===== src/verilog/fft_pkg.sv =====
//==========================================================================
// shared definitions for the streaming Pease FFT
//   bfly_state_t   : multi-butterfly FSM states
//   load_state_t   : per-bank state of the frame loader
//   unload_state_t : frame unloader FSM states
//   twiddle_re/im  : constant functions for the twiddle tables
//==========================================================================
package fft_pkg;

  typedef enum logic [1:0] {idle, comp, done} bfly_state_t;

  typedef enum logic {fill, hold} load_state_t;

  typedef enum logic {empty, drain} unload_state_t;

  localparam real math_pi = 3.14159265358979323846;

  // real part of e^(-2*pi*i*k/n) in fixed point with d fraction bits
  // truncated toward zero, callers narrow to their own width
  function automatic longint twiddle_re(input int k, input int n, input int d);
    real angle;
    angle = -2.0 * math_pi * real'(k) / real'(n);
    return longint'($rtoi($cos(angle) * (2.0 ** d)));
  endfunction

  // imaginary part, same scaling
  function automatic longint twiddle_im(input int k, input int n, input int d);
    real angle;
    angle = -2.0 * math_pi * real'(k) / real'(n);
    return longint'($rtoi($sin(angle) * (2.0 ** d)));
  endfunction

endpackage


===== src/verilog/fft_complex_mult.sv =====
//==========================================================================
// combinational fixed-point complex multiplier
//   p = a * b, full-precision products, result truncated back to the
//   working format (width bits, frac fraction bits)
//==========================================================================
`timescale 1ns/1ps

module fft_complex_mult #(
  parameter int width = 16,
  parameter int frac  = 8
) (
  input  logic [width-1:0] ar,
  input  logic [width-1:0] ai,
  input  logic [width-1:0] br,
  input  logic [width-1:0] bi,
  output logic [width-1:0] pr,
  output logic [width-1:0] pi
);

  // four partial products, each exact
  logic signed [2*width-1:0] p_rr;
  logic signed [2*width-1:0] p_ii;
  logic signed [2*width-1:0] p_ri;
  logic signed [2*width-1:0] p_ir;

  // one extra bit so the sum or difference cannot overflow
  logic signed [2*width:0] sum_re;
  logic signed [2*width:0] sum_im;

  assign p_rr = $signed(ar) * $signed(br);
  assign p_ii = $signed(ai) * $signed(bi);
  assign p_ri = $signed(ar) * $signed(bi);
  assign p_ir = $signed(ai) * $signed(br);

  // (ar + j ai)(br + j bi) = (ar br - ai bi) + j (ar bi + ai br)
  assign sum_re = p_rr - p_ii;
  assign sum_im = p_ri + p_ir;

  // drop frac low bits, keep width bits above them
  assign pr = sum_re[frac +: width];
  assign pi = sum_im[frac +: width];

endmodule


===== src/verilog/fft_frame_loader.sv =====
//==========================================================================
// frame loader
//   gathers strobed samples into two ping-pong banks, writing sample k
//   at the bit-reversed address, and offers each full bank downstream
//==========================================================================
`timescale 1ns/1ps

module fft_frame_loader #(
  parameter int width  = 16,
  parameter int points = 8
) (
  input  logic             clk,
  input  logic             reset,
  input  logic             in_valid,
  input  logic [width-1:0] in_re,
  input  logic [width-1:0] in_im,
  output logic             frame_valid,
  input  logic             frame_ready,
  output logic [width-1:0] frame_re [points],
  output logic [width-1:0] frame_im [points]
);

  localparam int lg = $clog2(points);

  // sample storage, two banks
  logic [width-1:0] bank_re [2][points];
  logic [width-1:0] bank_im [2][points];

  fft_pkg::load_state_t bank_state [2];
  logic                 wr_bank;
  logic                 rd_bank;
  logic [lg-1:0]        cnt;

  function automatic logic [lg-1:0] bit_rev(input logic [lg-1:0] a);
    logic [lg-1:0] r;
    for (int b = 0; b < lg; b++) begin
      r[b] = a[lg-1-b];
    end
    return r;
  endfunction

  // sample write, payload only
  always_ff @(posedge clk) begin
    if (in_valid) begin
      bank_re[wr_bank][bit_rev(cnt)] <= in_re;
      bank_im[wr_bank][bit_rev(cnt)] <= in_im;
    end
  end

  //========================================================================
  // bank control
  //========================================================================
  always_ff @(posedge clk) begin
    if (reset) begin
      bank_state[0] <= fft_pkg::fill;
      bank_state[1] <= fft_pkg::fill;
      wr_bank       <= 1'b0;
      rd_bank       <= 1'b0;
      cnt           <= '0;
    end else begin
      // bank handed to stage 0 is free again
      if (frame_valid && frame_ready) begin
        bank_state[rd_bank] <= fft_pkg::fill;
        rd_bank             <= ~rd_bank;
      end
      if (in_valid) begin
        cnt <= cnt + 1'b1;
        // last sample closes the bank, switch to the other one
        if (cnt == lg'(points - 1)) begin
          bank_state[wr_bank] <= fft_pkg::hold;
          wr_bank             <= ~wr_bank;
        end
      end
    end
  end

  assign frame_valid = (bank_state[rd_bank] == fft_pkg::hold);

  always_comb begin
    for (int i = 0; i < points; i++) begin
      frame_re[i] = bank_re[rd_bank][i];
      frame_im[i] = bank_im[rd_bank][i];
    end
  end

endmodule


===== src/verilog/fft_frame_unloader.sv =====
//==========================================================================
// frame unloader
//   takes a finished frame, then streams bins 0 .. n-1 as one strobe per
//   cycle and flags the last bin; accepts the next frame on that last
//   cycle so frames can follow without a gap
//==========================================================================
`timescale 1ns/1ps

module fft_frame_unloader #(
  parameter int width  = 16,
  parameter int points = 8
) (
  input  logic             clk,
  input  logic             reset,
  input  logic             frame_valid,
  output logic             frame_ready,
  input  logic [width-1:0] frame_re [points],
  input  logic [width-1:0] frame_im [points],
  output logic             out_valid,
  output logic [width-1:0] out_re,
  output logic [width-1:0] out_im,
  output logic             out_last
);

  localparam int lg = $clog2(points);

  logic [width-1:0] buf_re [points];
  logic [width-1:0] buf_im [points];

  fft_pkg::unload_state_t state;
  logic [lg-1:0]          idx;
  logic                   at_last;

  assign at_last     = (idx == lg'(points - 1));
  assign frame_ready = (state == fft_pkg::empty) || (state == fft_pkg::drain && at_last);

  // frame copy
  always_ff @(posedge clk) begin
    if (frame_valid && frame_ready) begin
      buf_re <= frame_re;
      buf_im <= frame_im;
    end
  end

  //========================================================================
  // drain control
  //========================================================================
  always_ff @(posedge clk) begin
    if (reset) begin
      state <= fft_pkg::empty;
      idx   <= '0;
    end else if (frame_valid && frame_ready) begin
      // new frame, start again at bin 0
      state <= fft_pkg::drain;
      idx   <= '0;
    end else if (state == fft_pkg::drain) begin
      if (at_last) begin
        state <= fft_pkg::empty;
      end
      idx <= idx + 1'b1;
    end
  end

  assign out_valid = (state == fft_pkg::drain);
  assign out_last  = (state == fft_pkg::drain) && at_last;
  assign out_re    = buf_re[idx];
  assign out_im    = buf_im[idx];

endmodule


===== src/verilog/fft_multi_butterfly.sv =====
//==========================================================================
// buffered multi-butterfly
//   takes a whole frame of n/2 butterfly inputs on a valid/ready handshake,
//   computes c = a + b*w and d = a - b*w one butterfly per cycle on a
//   single shared complex multiplier, then offers the results downstream
//==========================================================================
`timescale 1ns/1ps

module fft_multi_butterfly #(
  parameter int width  = 16,
  parameter int frac   = 8,
  parameter int points = 8
) (
  input  logic             clk,
  input  logic             reset,
  input  logic             recv_valid,
  output logic             recv_ready,
  output logic             send_valid,
  input  logic             send_ready,
  input  logic [width-1:0] ar [points/2],
  input  logic [width-1:0] ai [points/2],
  input  logic [width-1:0] br [points/2],
  input  logic [width-1:0] bi [points/2],
  input  logic [width-1:0] wr [points/2],
  input  logic [width-1:0] wi [points/2],
  output logic [width-1:0] cr [points/2],
  output logic [width-1:0] ci [points/2],
  output logic [width-1:0] dr [points/2],
  output logic [width-1:0] di [points/2]
);

  localparam int bflys = points / 2;
  localparam int idx_w = $clog2(bflys);
  localparam logic [idx_w-1:0] last_idx = idx_w'(bflys - 1);

  // captured frame
  logic [width-1:0] s_ar [bflys];
  logic [width-1:0] s_ai [bflys];
  logic [width-1:0] s_br [bflys];
  logic [width-1:0] s_bi [bflys];
  logic [width-1:0] s_wr [bflys];
  logic [width-1:0] s_wi [bflys];

  fft_pkg::bfly_state_t state;
  logic [idx_w-1:0]     idx;

  // b*w of the butterfly being worked on
  logic [width-1:0] m_re;
  logic [width-1:0] m_im;

  fft_complex_mult #(
    .width(width),
    .frac (frac)
  ) u_mult (
    .ar(s_br[idx]),
    .ai(s_bi[idx]),
    .br(s_wr[idx]),
    .bi(s_wi[idx]),
    .pr(m_re),
    .pi(m_im)
  );

  // handshake follows the FSM directly
  assign recv_ready = (state == fft_pkg::idle);
  assign send_valid = (state == fft_pkg::done);

  //========================================================================
  // control
  //========================================================================
  always_ff @(posedge clk) begin
    if (reset) begin
      state <= fft_pkg::idle;
      idx   <= '0;
    end else begin
      case (state)
        fft_pkg::idle: begin
          if (recv_valid) begin
            state <= fft_pkg::comp;
            idx   <= '0;
          end
        end
        fft_pkg::comp: begin
          // one butterfly per cycle, last one moves us to done
          if (idx == last_idx) begin
            state <= fft_pkg::done;
            idx   <= '0;
          end else begin
            idx <= idx + 1'b1;
          end
        end
        fft_pkg::done: begin
          if (send_ready) begin
            state <= fft_pkg::idle;
          end
        end
        default: state <= fft_pkg::idle;
      endcase
    end
  end

  //========================================================================
  // datapath
  //========================================================================
  always_ff @(posedge clk) begin
    if (recv_valid && recv_ready) begin
      for (int i = 0; i < bflys; i++) begin
        s_ar[i] <= ar[i];
        s_ai[i] <= ai[i];
        s_br[i] <= br[i];
        s_bi[i] <= bi[i];
        s_wr[i] <= wr[i];
        s_wi[i] <= wi[i];
      end
    end
    // wrap-around add and subtract, no saturation
    if (state == fft_pkg::comp) begin
      cr[idx] <= s_ar[idx] + m_re;
      ci[idx] <= s_ai[idx] + m_im;
      dr[idx] <= s_ar[idx] - m_re;
      di[idx] <= s_ai[idx] - m_im;
    end
  end

endmodule


===== src/verilog/fft_pease_stage.sv =====
//==========================================================================
// one Pease FFT stage
//   pairs adjacent elements into butterflies, selects the constant
//   twiddle of each butterfly for this stage, and routes the results
//   through the perfect shuffle
//==========================================================================
`timescale 1ns/1ps

module fft_pease_stage #(
  parameter int width  = 16,
  parameter int frac   = 8,
  parameter int points = 8,
  parameter int stage  = 0
) (
  input  logic             clk,
  input  logic             reset,
  input  logic             in_valid,
  output logic             in_ready,
  output logic             out_valid,
  input  logic             out_ready,
  input  logic [width-1:0] in_re  [points],
  input  logic [width-1:0] in_im  [points],
  output logic [width-1:0] out_re [points],
  output logic [width-1:0] out_im [points]
);

  localparam int stages = $clog2(points);
  localparam int half   = points / 2;
  // low exponent bits cleared by this stage
  localparam int shift  = stages - 1 - stage;

  logic [width-1:0] a_re [half];
  logic [width-1:0] a_im [half];
  logic [width-1:0] b_re [half];
  logic [width-1:0] b_im [half];
  logic [width-1:0] w_re [half];
  logic [width-1:0] w_im [half];
  logic [width-1:0] c_re [half];
  logic [width-1:0] c_im [half];
  logic [width-1:0] d_re [half];
  logic [width-1:0] d_im [half];

  for (genvar i = 0; i < half; i++) begin : g_bfly
    localparam int k = (i >> shift) << shift;
    localparam logic [width-1:0] tw_re = width'(fft_pkg::twiddle_re(k, points, frac));
    localparam logic [width-1:0] tw_im = width'(fft_pkg::twiddle_im(k, points, frac));

    // butterfly i reads the adjacent pair 2i, 2i+1
    assign a_re[i] = in_re[2*i];
    assign a_im[i] = in_im[2*i];
    assign b_re[i] = in_re[2*i+1];
    assign b_im[i] = in_im[2*i+1];
    assign w_re[i] = tw_re;
    assign w_im[i] = tw_im;

    // perfect shuffle on the way out
    assign out_re[i]      = c_re[i];
    assign out_im[i]      = c_im[i];
    assign out_re[i+half] = d_re[i];
    assign out_im[i+half] = d_im[i];
  end

  fft_multi_butterfly #(
    .width (width),
    .frac  (frac),
    .points(points)
  ) u_bfly (
    .clk       (clk),
    .reset     (reset),
    .recv_valid(in_valid),
    .recv_ready(in_ready),
    .send_valid(out_valid),
    .send_ready(out_ready),
    .ar(a_re), .ai(a_im), .br(b_re), .bi(b_im), .wr(w_re), .wi(w_im),
    .cr(c_re), .ci(c_im), .dr(d_re), .di(d_im)
  );

endmodule


===== src/verilog/fft_top.sv =====
//==========================================================================
// streaming Pease FFT, top level
//   loader -> log2(points) Pease stages -> unloader
//==========================================================================
`timescale 1ns/1ps

module fft_top #(
  parameter int width  = 16,
  parameter int frac   = 8,
  parameter int points = 8
) (
  input  logic             clk,
  input  logic             reset,
  input  logic             in_valid,
  input  logic [width-1:0] in_re,
  input  logic [width-1:0] in_im,
  output logic             out_valid,
  output logic [width-1:0] out_re,
  output logic [width-1:0] out_im,
  output logic             out_last
);

  localparam int stages = $clog2(points);

  // link s feeds stage s, link stages feeds the unloader
  logic             frame_valid [stages+1];
  logic             frame_ready [stages+1];
  logic [width-1:0] frame_re    [stages+1][points];
  logic [width-1:0] frame_im    [stages+1][points];

  fft_frame_loader #(
    .width (width),
    .points(points)
  ) u_loader (
    .clk        (clk),
    .reset      (reset),
    .in_valid   (in_valid),
    .in_re      (in_re),
    .in_im      (in_im),
    .frame_valid(frame_valid[0]),
    .frame_ready(frame_ready[0]),
    .frame_re   (frame_re[0]),
    .frame_im   (frame_im[0])
  );

  for (genvar s = 0; s < stages; s++) begin : g_stage
    fft_pease_stage #(
      .width (width),
      .frac  (frac),
      .points(points),
      .stage (s)
    ) u_stage (
      .clk      (clk),
      .reset    (reset),
      .in_valid (frame_valid[s]),
      .in_ready (frame_ready[s]),
      .out_valid(frame_valid[s+1]),
      .out_ready(frame_ready[s+1]),
      .in_re    (frame_re[s]),
      .in_im    (frame_im[s]),
      .out_re   (frame_re[s+1]),
      .out_im   (frame_im[s+1])
    );
  end

  fft_frame_unloader #(
    .width (width),
    .points(points)
  ) u_unloader (
    .clk        (clk),
    .reset      (reset),
    .frame_valid(frame_valid[stages]),
    .frame_ready(frame_ready[stages]),
    .frame_re   (frame_re[stages]),
    .frame_im   (frame_im[stages]),
    .out_valid  (out_valid),
    .out_re     (out_re),
    .out_im     (out_im),
    .out_last   (out_last)
  );

endmodule

===== config.mk =====
export PLATFORM = sky130hd
export DESIGN_NAME = fft_top
export DESIGN_NICKNAME = d
export VERILOG_FILES = /design/src/verilog/fft_pkg.sv /design/src/verilog/fft_complex_mult.sv /design/src/verilog/fft_frame_loader.sv /design/src/verilog/fft_frame_unloader.sv /design/src/verilog/fft_multi_butterfly.sv /design/src/verilog/fft_pease_stage.sv /design/src/verilog/fft_top.sv
export SDC_FILE = /design/constraint.sdc
export NUM_CORES = 2
export LEC_CHECK = 0
export ABC_AREA = 1
export BUFFER_PORTS_ARGS = -buffer_cell sky130_fd_sc_hd__buf_2
export CORE_AREA = 2 2 669 405
export DETAILED_ROUTE_END_ITERATION = 6
export DIE_AREA = 0 0 671 407
export GPL_ROUTABILITY_DRIVEN = 1
export SYNTH_ARGS = -nofsm -noshare
export SYNTH_HDL_FRONTEND = slang
export SYNTH_SLANG_ARGS = --single-unit

===== constraint.sdc =====
create_clock -name clk -period 38.8 [get_ports clk]
set_clock_uncertainty 0.15 [all_clocks]
set_input_delay 5.82 -clock clk [delete_from_list [all_inputs] [get_ports clk]]
set_output_delay 5.82 -clock clk [all_outputs]
set_load 0.01 [all_outputs]

==> metrics.csv <==
stage,metric,value,unit
timing,finalSetupViolCount,0,
setup_path,r2r_cells,41,
timing,hold_viol_final,0,
setup_path,cpPeakStageDelay,0.81,ns
setup_path,rr_endpoint,g_stage[2].u_stage.u_bfly.cr[30]$_DFFE_PP_,
route,routedWlPerCell,23.93,µm
route,first_iter_violations,7946,
placement,dpl_cell_area,124300,µm²
logic_synthesis,yosysTopAreaCellShare,56.73,%
grt,grt_usage,23.08,%
logic_synthesis,synthFlopType,edfxtp_1,
placement,gp_congestion,0.9787,
die,die_w,671,µm
logic_synthesis,synth_area_leaders,"edfxtp_1 (57%), fa_1 (12%), ha_1 (7.6%)",
min_path,min_path_type,flop to flop,
timing,holdWs,0.2034,ns
route,firstDrtPassIters,6,
logic_synthesis,netlist_instances,9230,
die,dieArea,273100,µm²
logic_synthesis,synth_edf_count,2256,
grt,grtUsageMet3,7.713,%
timing,period_minus_slack,12.14,ns
setup_path,r2r_start,g_stage[2].u_stage.u_bfly.u_mult.bi[0]$_SDFF_PP0_,
setup_path,worst_path_max_delay_cell,nor2_1,
logic_synthesis,yosysSeqAreaShare,57.26,%
timing,rsz0062_at_grt,false,
flow_run,cap_violations,0,
placement,dp_cells,12730,
route,ant_nets,0,
clock_tree,cts_tree,done,
clock_tree,numCtsBuffers,215,
power_and_ir_drop,peakVddDrop,43.73,µV
placement,portBuffers,68,
setup_path,reg2reg_slack,26.66,ns
setup_path,cp-endpoint,g_stage[2].u_stage.u_bfly.cr[30]$_DFFE_PP_,
cells_and_area,design_area,131000,µm²
power_and_ir_drop,powerDensity,38.90,nW/µm²
timing,setup_tns,0,ns
grt,antenna_found_initial,8,
grt,top_usage_layer,met1,
die,io_pins,69,
setup_path,worstPathArrival,12.61,ns
logic_synthesis,post-synth-top-area-cell,edfxtp_1,
setup_path,crit_fanout,55,
setup_path,cp.required,39.27,ns
clock_tree,cts.sinks,2288,
setup_path,endpoint_kind,flop,
logic_synthesis,syn_avg_cell_area,12.94,µm²
grt,grt_pass1_wl,462600,µm
clock_tree,clk_latency,0.94,ns
cells_and_area,finalNonFillerCells,13120,
clock_tree,post-cts-setup-buffer-count,0,
route,route.detailed.drc,0,
grt,met1_usage,38.86,%
logic_synthesis,ys_types,67,
logic_synthesis,ys_ff_latch,2288,
clock_tree,ctsHoldBuffers,0,
clock_tree,clockBufferDepth,4,
setup_path,cp_num_cells,41,
die,core,266500,µm²
timing,post-route-period-util,31.30,%
clock_tree,htree_num_levels,4,
run_status,status,completed,
cells_and_area,area.growth.synth_to_final,9.705,%
route,viasPerCell,5.300,
clock_tree,cts.clk_slew.worst_paths,0.07,ns
timing,fmax,82.35,MHz
grt,grt_max_degree,155,
logic_synthesis,synth_warnings,0,
cells_and_area,nets,10880,
power_and_ir_drop,p_leak,52.46,nW
clock_tree,cts_root_buffer,clkbuf_16,
setup_path,startpoint,g_stage[2].u_stage.u_bfly.u_mult.bi[0]$_SDFF_PP0_,
timing,drv_slew,0,
placement,dp_slack,26.96,ns
logic_synthesis,synth_area,119400,µm²
setup_path,critPathBufInv,11,
grt,overflow,0,
die,die_h,407,µm
timing,setup_slack,26.66,ns
placement,dp_hpwl,231100,µm
clock_tree,postCtsResizedCells,0,
setup_path,path_delay_family,adder cells,
die,initial_utilization,44.81,%
die,core.rowCount,147,
grt,use_met2,28.17,%
timing,relSlewSlack,7.449,%
grt,grt_pass1_vias,69090,
setup_path,critPathKind,flop to flop,
timing,tightest_slew,1.378,ns
logic_synthesis,synthArstFlopShare,0,%
cells_and_area,drive_gt1_share,9.433,%
logic_synthesis,synthesis.nets,10730,
route,vias,69530,
route,wirelength,314000,µm
setup_path,worstSetupStartpointType,flop,
per-stage QoR:
stage	power [W]	utilization (%)
floorplan	0.002962	-
global placement	0.003091	46.65
detailed placement	0.003097	46.65
CTS	0.005130	49.15
global route	0.005248	49.16
finish	0.005096	49.16
routing by layer:
metal,vias up,part of all wire (%)
li1,31410,-
met1,35170,51
met2,2679,36
met3,264,12
met4,0,1.3
met5,-,0
cells in the mapped netlist (25+ instances only):
cell and count:
clkbuf_1 203, buf_2 25, ha_1 724, or2_2 25, o21ai_0 443, nand2_1 785, mux2_2 257, inv_1 1531
a31oi_1 55, nor2_1 832, nand3_1 174, nor3_1 64, o22ai_1 122, xor2_1 259, o21bai_1 32, edfxtp_1 2256
a32oi_1 32, fa_1 743, dfxtp_1 32, xnor2_1 59, a21oi_1 317
final cells by class:
type,instances,area [µm²]
Fill cell,22980,135500
Sequential cell,2288,68410
Multi-Input combinational cell,5128,44310
Inverter,1550,5844
Clock buffer,256,5555
Tap cell,3576,4474
Timing Repair Buffer,191,1292
Clock inverter,128,1119
Antenna cell,2,5.005
state kept, by name (all words and copies together), names as in the netlist, 6 cells and up, named ones only:
name / flops
u_unloader.buf_im: 124
g_stage.u_stage.u_bfly.s_ar: 188
g_stage.u_stage.u_bfly.dr: 180
g_stage.u_stage.u_bfly.s_br: 188
u_loader.bank_im: 256
g_stage.u_stage.u_bfly.state: 6
u_loader.bank_re: 256
g_stage.u_stage.u_bfly.ci: 191
g_stage.u_stage.u_bfly.idx: 6
g_stage.u_stage.u_bfly.s_ai: 188
g_stage.u_stage.u_bfly.s_bi: 188
g_stage.u_stage.u_bfly.di: 181
u_unloader.buf_re: 124
g_stage.u_stage.u_bfly.cr: 192
where the power goes:
| group | internal [W] | total (W) | switching (W) | leakage, nW |
|---|---|---|---|---|
| registers | 0.00275 | 0.00275 | 0.00000230 | 20.6 |
| clock network | 0.00112 | 0.00204 | 0.000920 | 3.27 |
| logic | 0.0000716 | 0.000302 | 0.000230 | 28.6 |
worst min-delay path by stage:
stage / start / to / slack, ns / depth (start not counted)
6_report: g_stage[0].u_stage.u_bfly.cr[15]$_DFFE_PP_ / g_stage[1].u_stage.u_bfly.s_br[1][15]$_DFFE_PP_ / 0.20 / 0
5_1_grt: g_stage[0].u_stage.u_bfly.cr[15]$_DFFE_PP_ / g_stage[1].u_stage.u_bfly.s_br[1][15]$_DFFE_PP_ / 0.22 / 0
4_1_cts: g_stage[0].u_stage.u_bfly.cr[15]$_DFFE_PP_ / g_stage[1].u_stage.u_bfly.s_br[1][15]$_DFFE_PP_ / 0.19 / 0
3_5_place_dp: g_stage[0].u_stage.u_bfly.ci[55]$_DFFE_PP_ / g_stage[1].u_stage.u_bfly.s_ai[0][7]$_DFFE_PP_ / 0.25 / 0
3_3_place_gp: g_stage[2].u_stage.u_bfly.cr[20]$_DFFE_PP_ / u_unloader.buf_re[84]$_DFFE_PP_ / 0.25 / 0
2_1_floorplan: g_stage[0].u_stage.u_bfly.ci[48]$_DFFE_PP_ / g_stage[1].u_stage.u_bfly.s_ai[0][0]$_DFFE_PP_ / 0.25 / 0
cells by family (layout without fill, tap and decap cells):
| family | count (synthesis) | after routing | share of synthesized area, % |
|---|---|---|---|
| flip-flops | 2288 | 2288 | 57.26 |
| buffers and inverters | 1814 | 2125 | 5.840 |
| adder cells (fa/ha/maj) | 1467 | 1467 | 20.04 |
| XOR/XNOR | 319 | 319 | 2.346 |
| AO/OA/AOI/OAI | 1112 | 1112 | 5.257 |
| multiplexers | 264 | 264 | 2.482 |
| other | 0 | 2 | 0 |
| AND/OR/NAND/NOR | 1966 | 1966 | 6.770 |
placed cells by master (no fill, tap or decap), drive strengths merged, types with 191 or more instances in the layout:
cell type  instances
edfxtp          2256
a21oi            318
o21ai            458
nand2            802
ha               724
xor2             259
mux2             257
clkbuf           256
fa               743
buf              191
inv             1556
nor2             848
(Power assumes the default switching activity.)
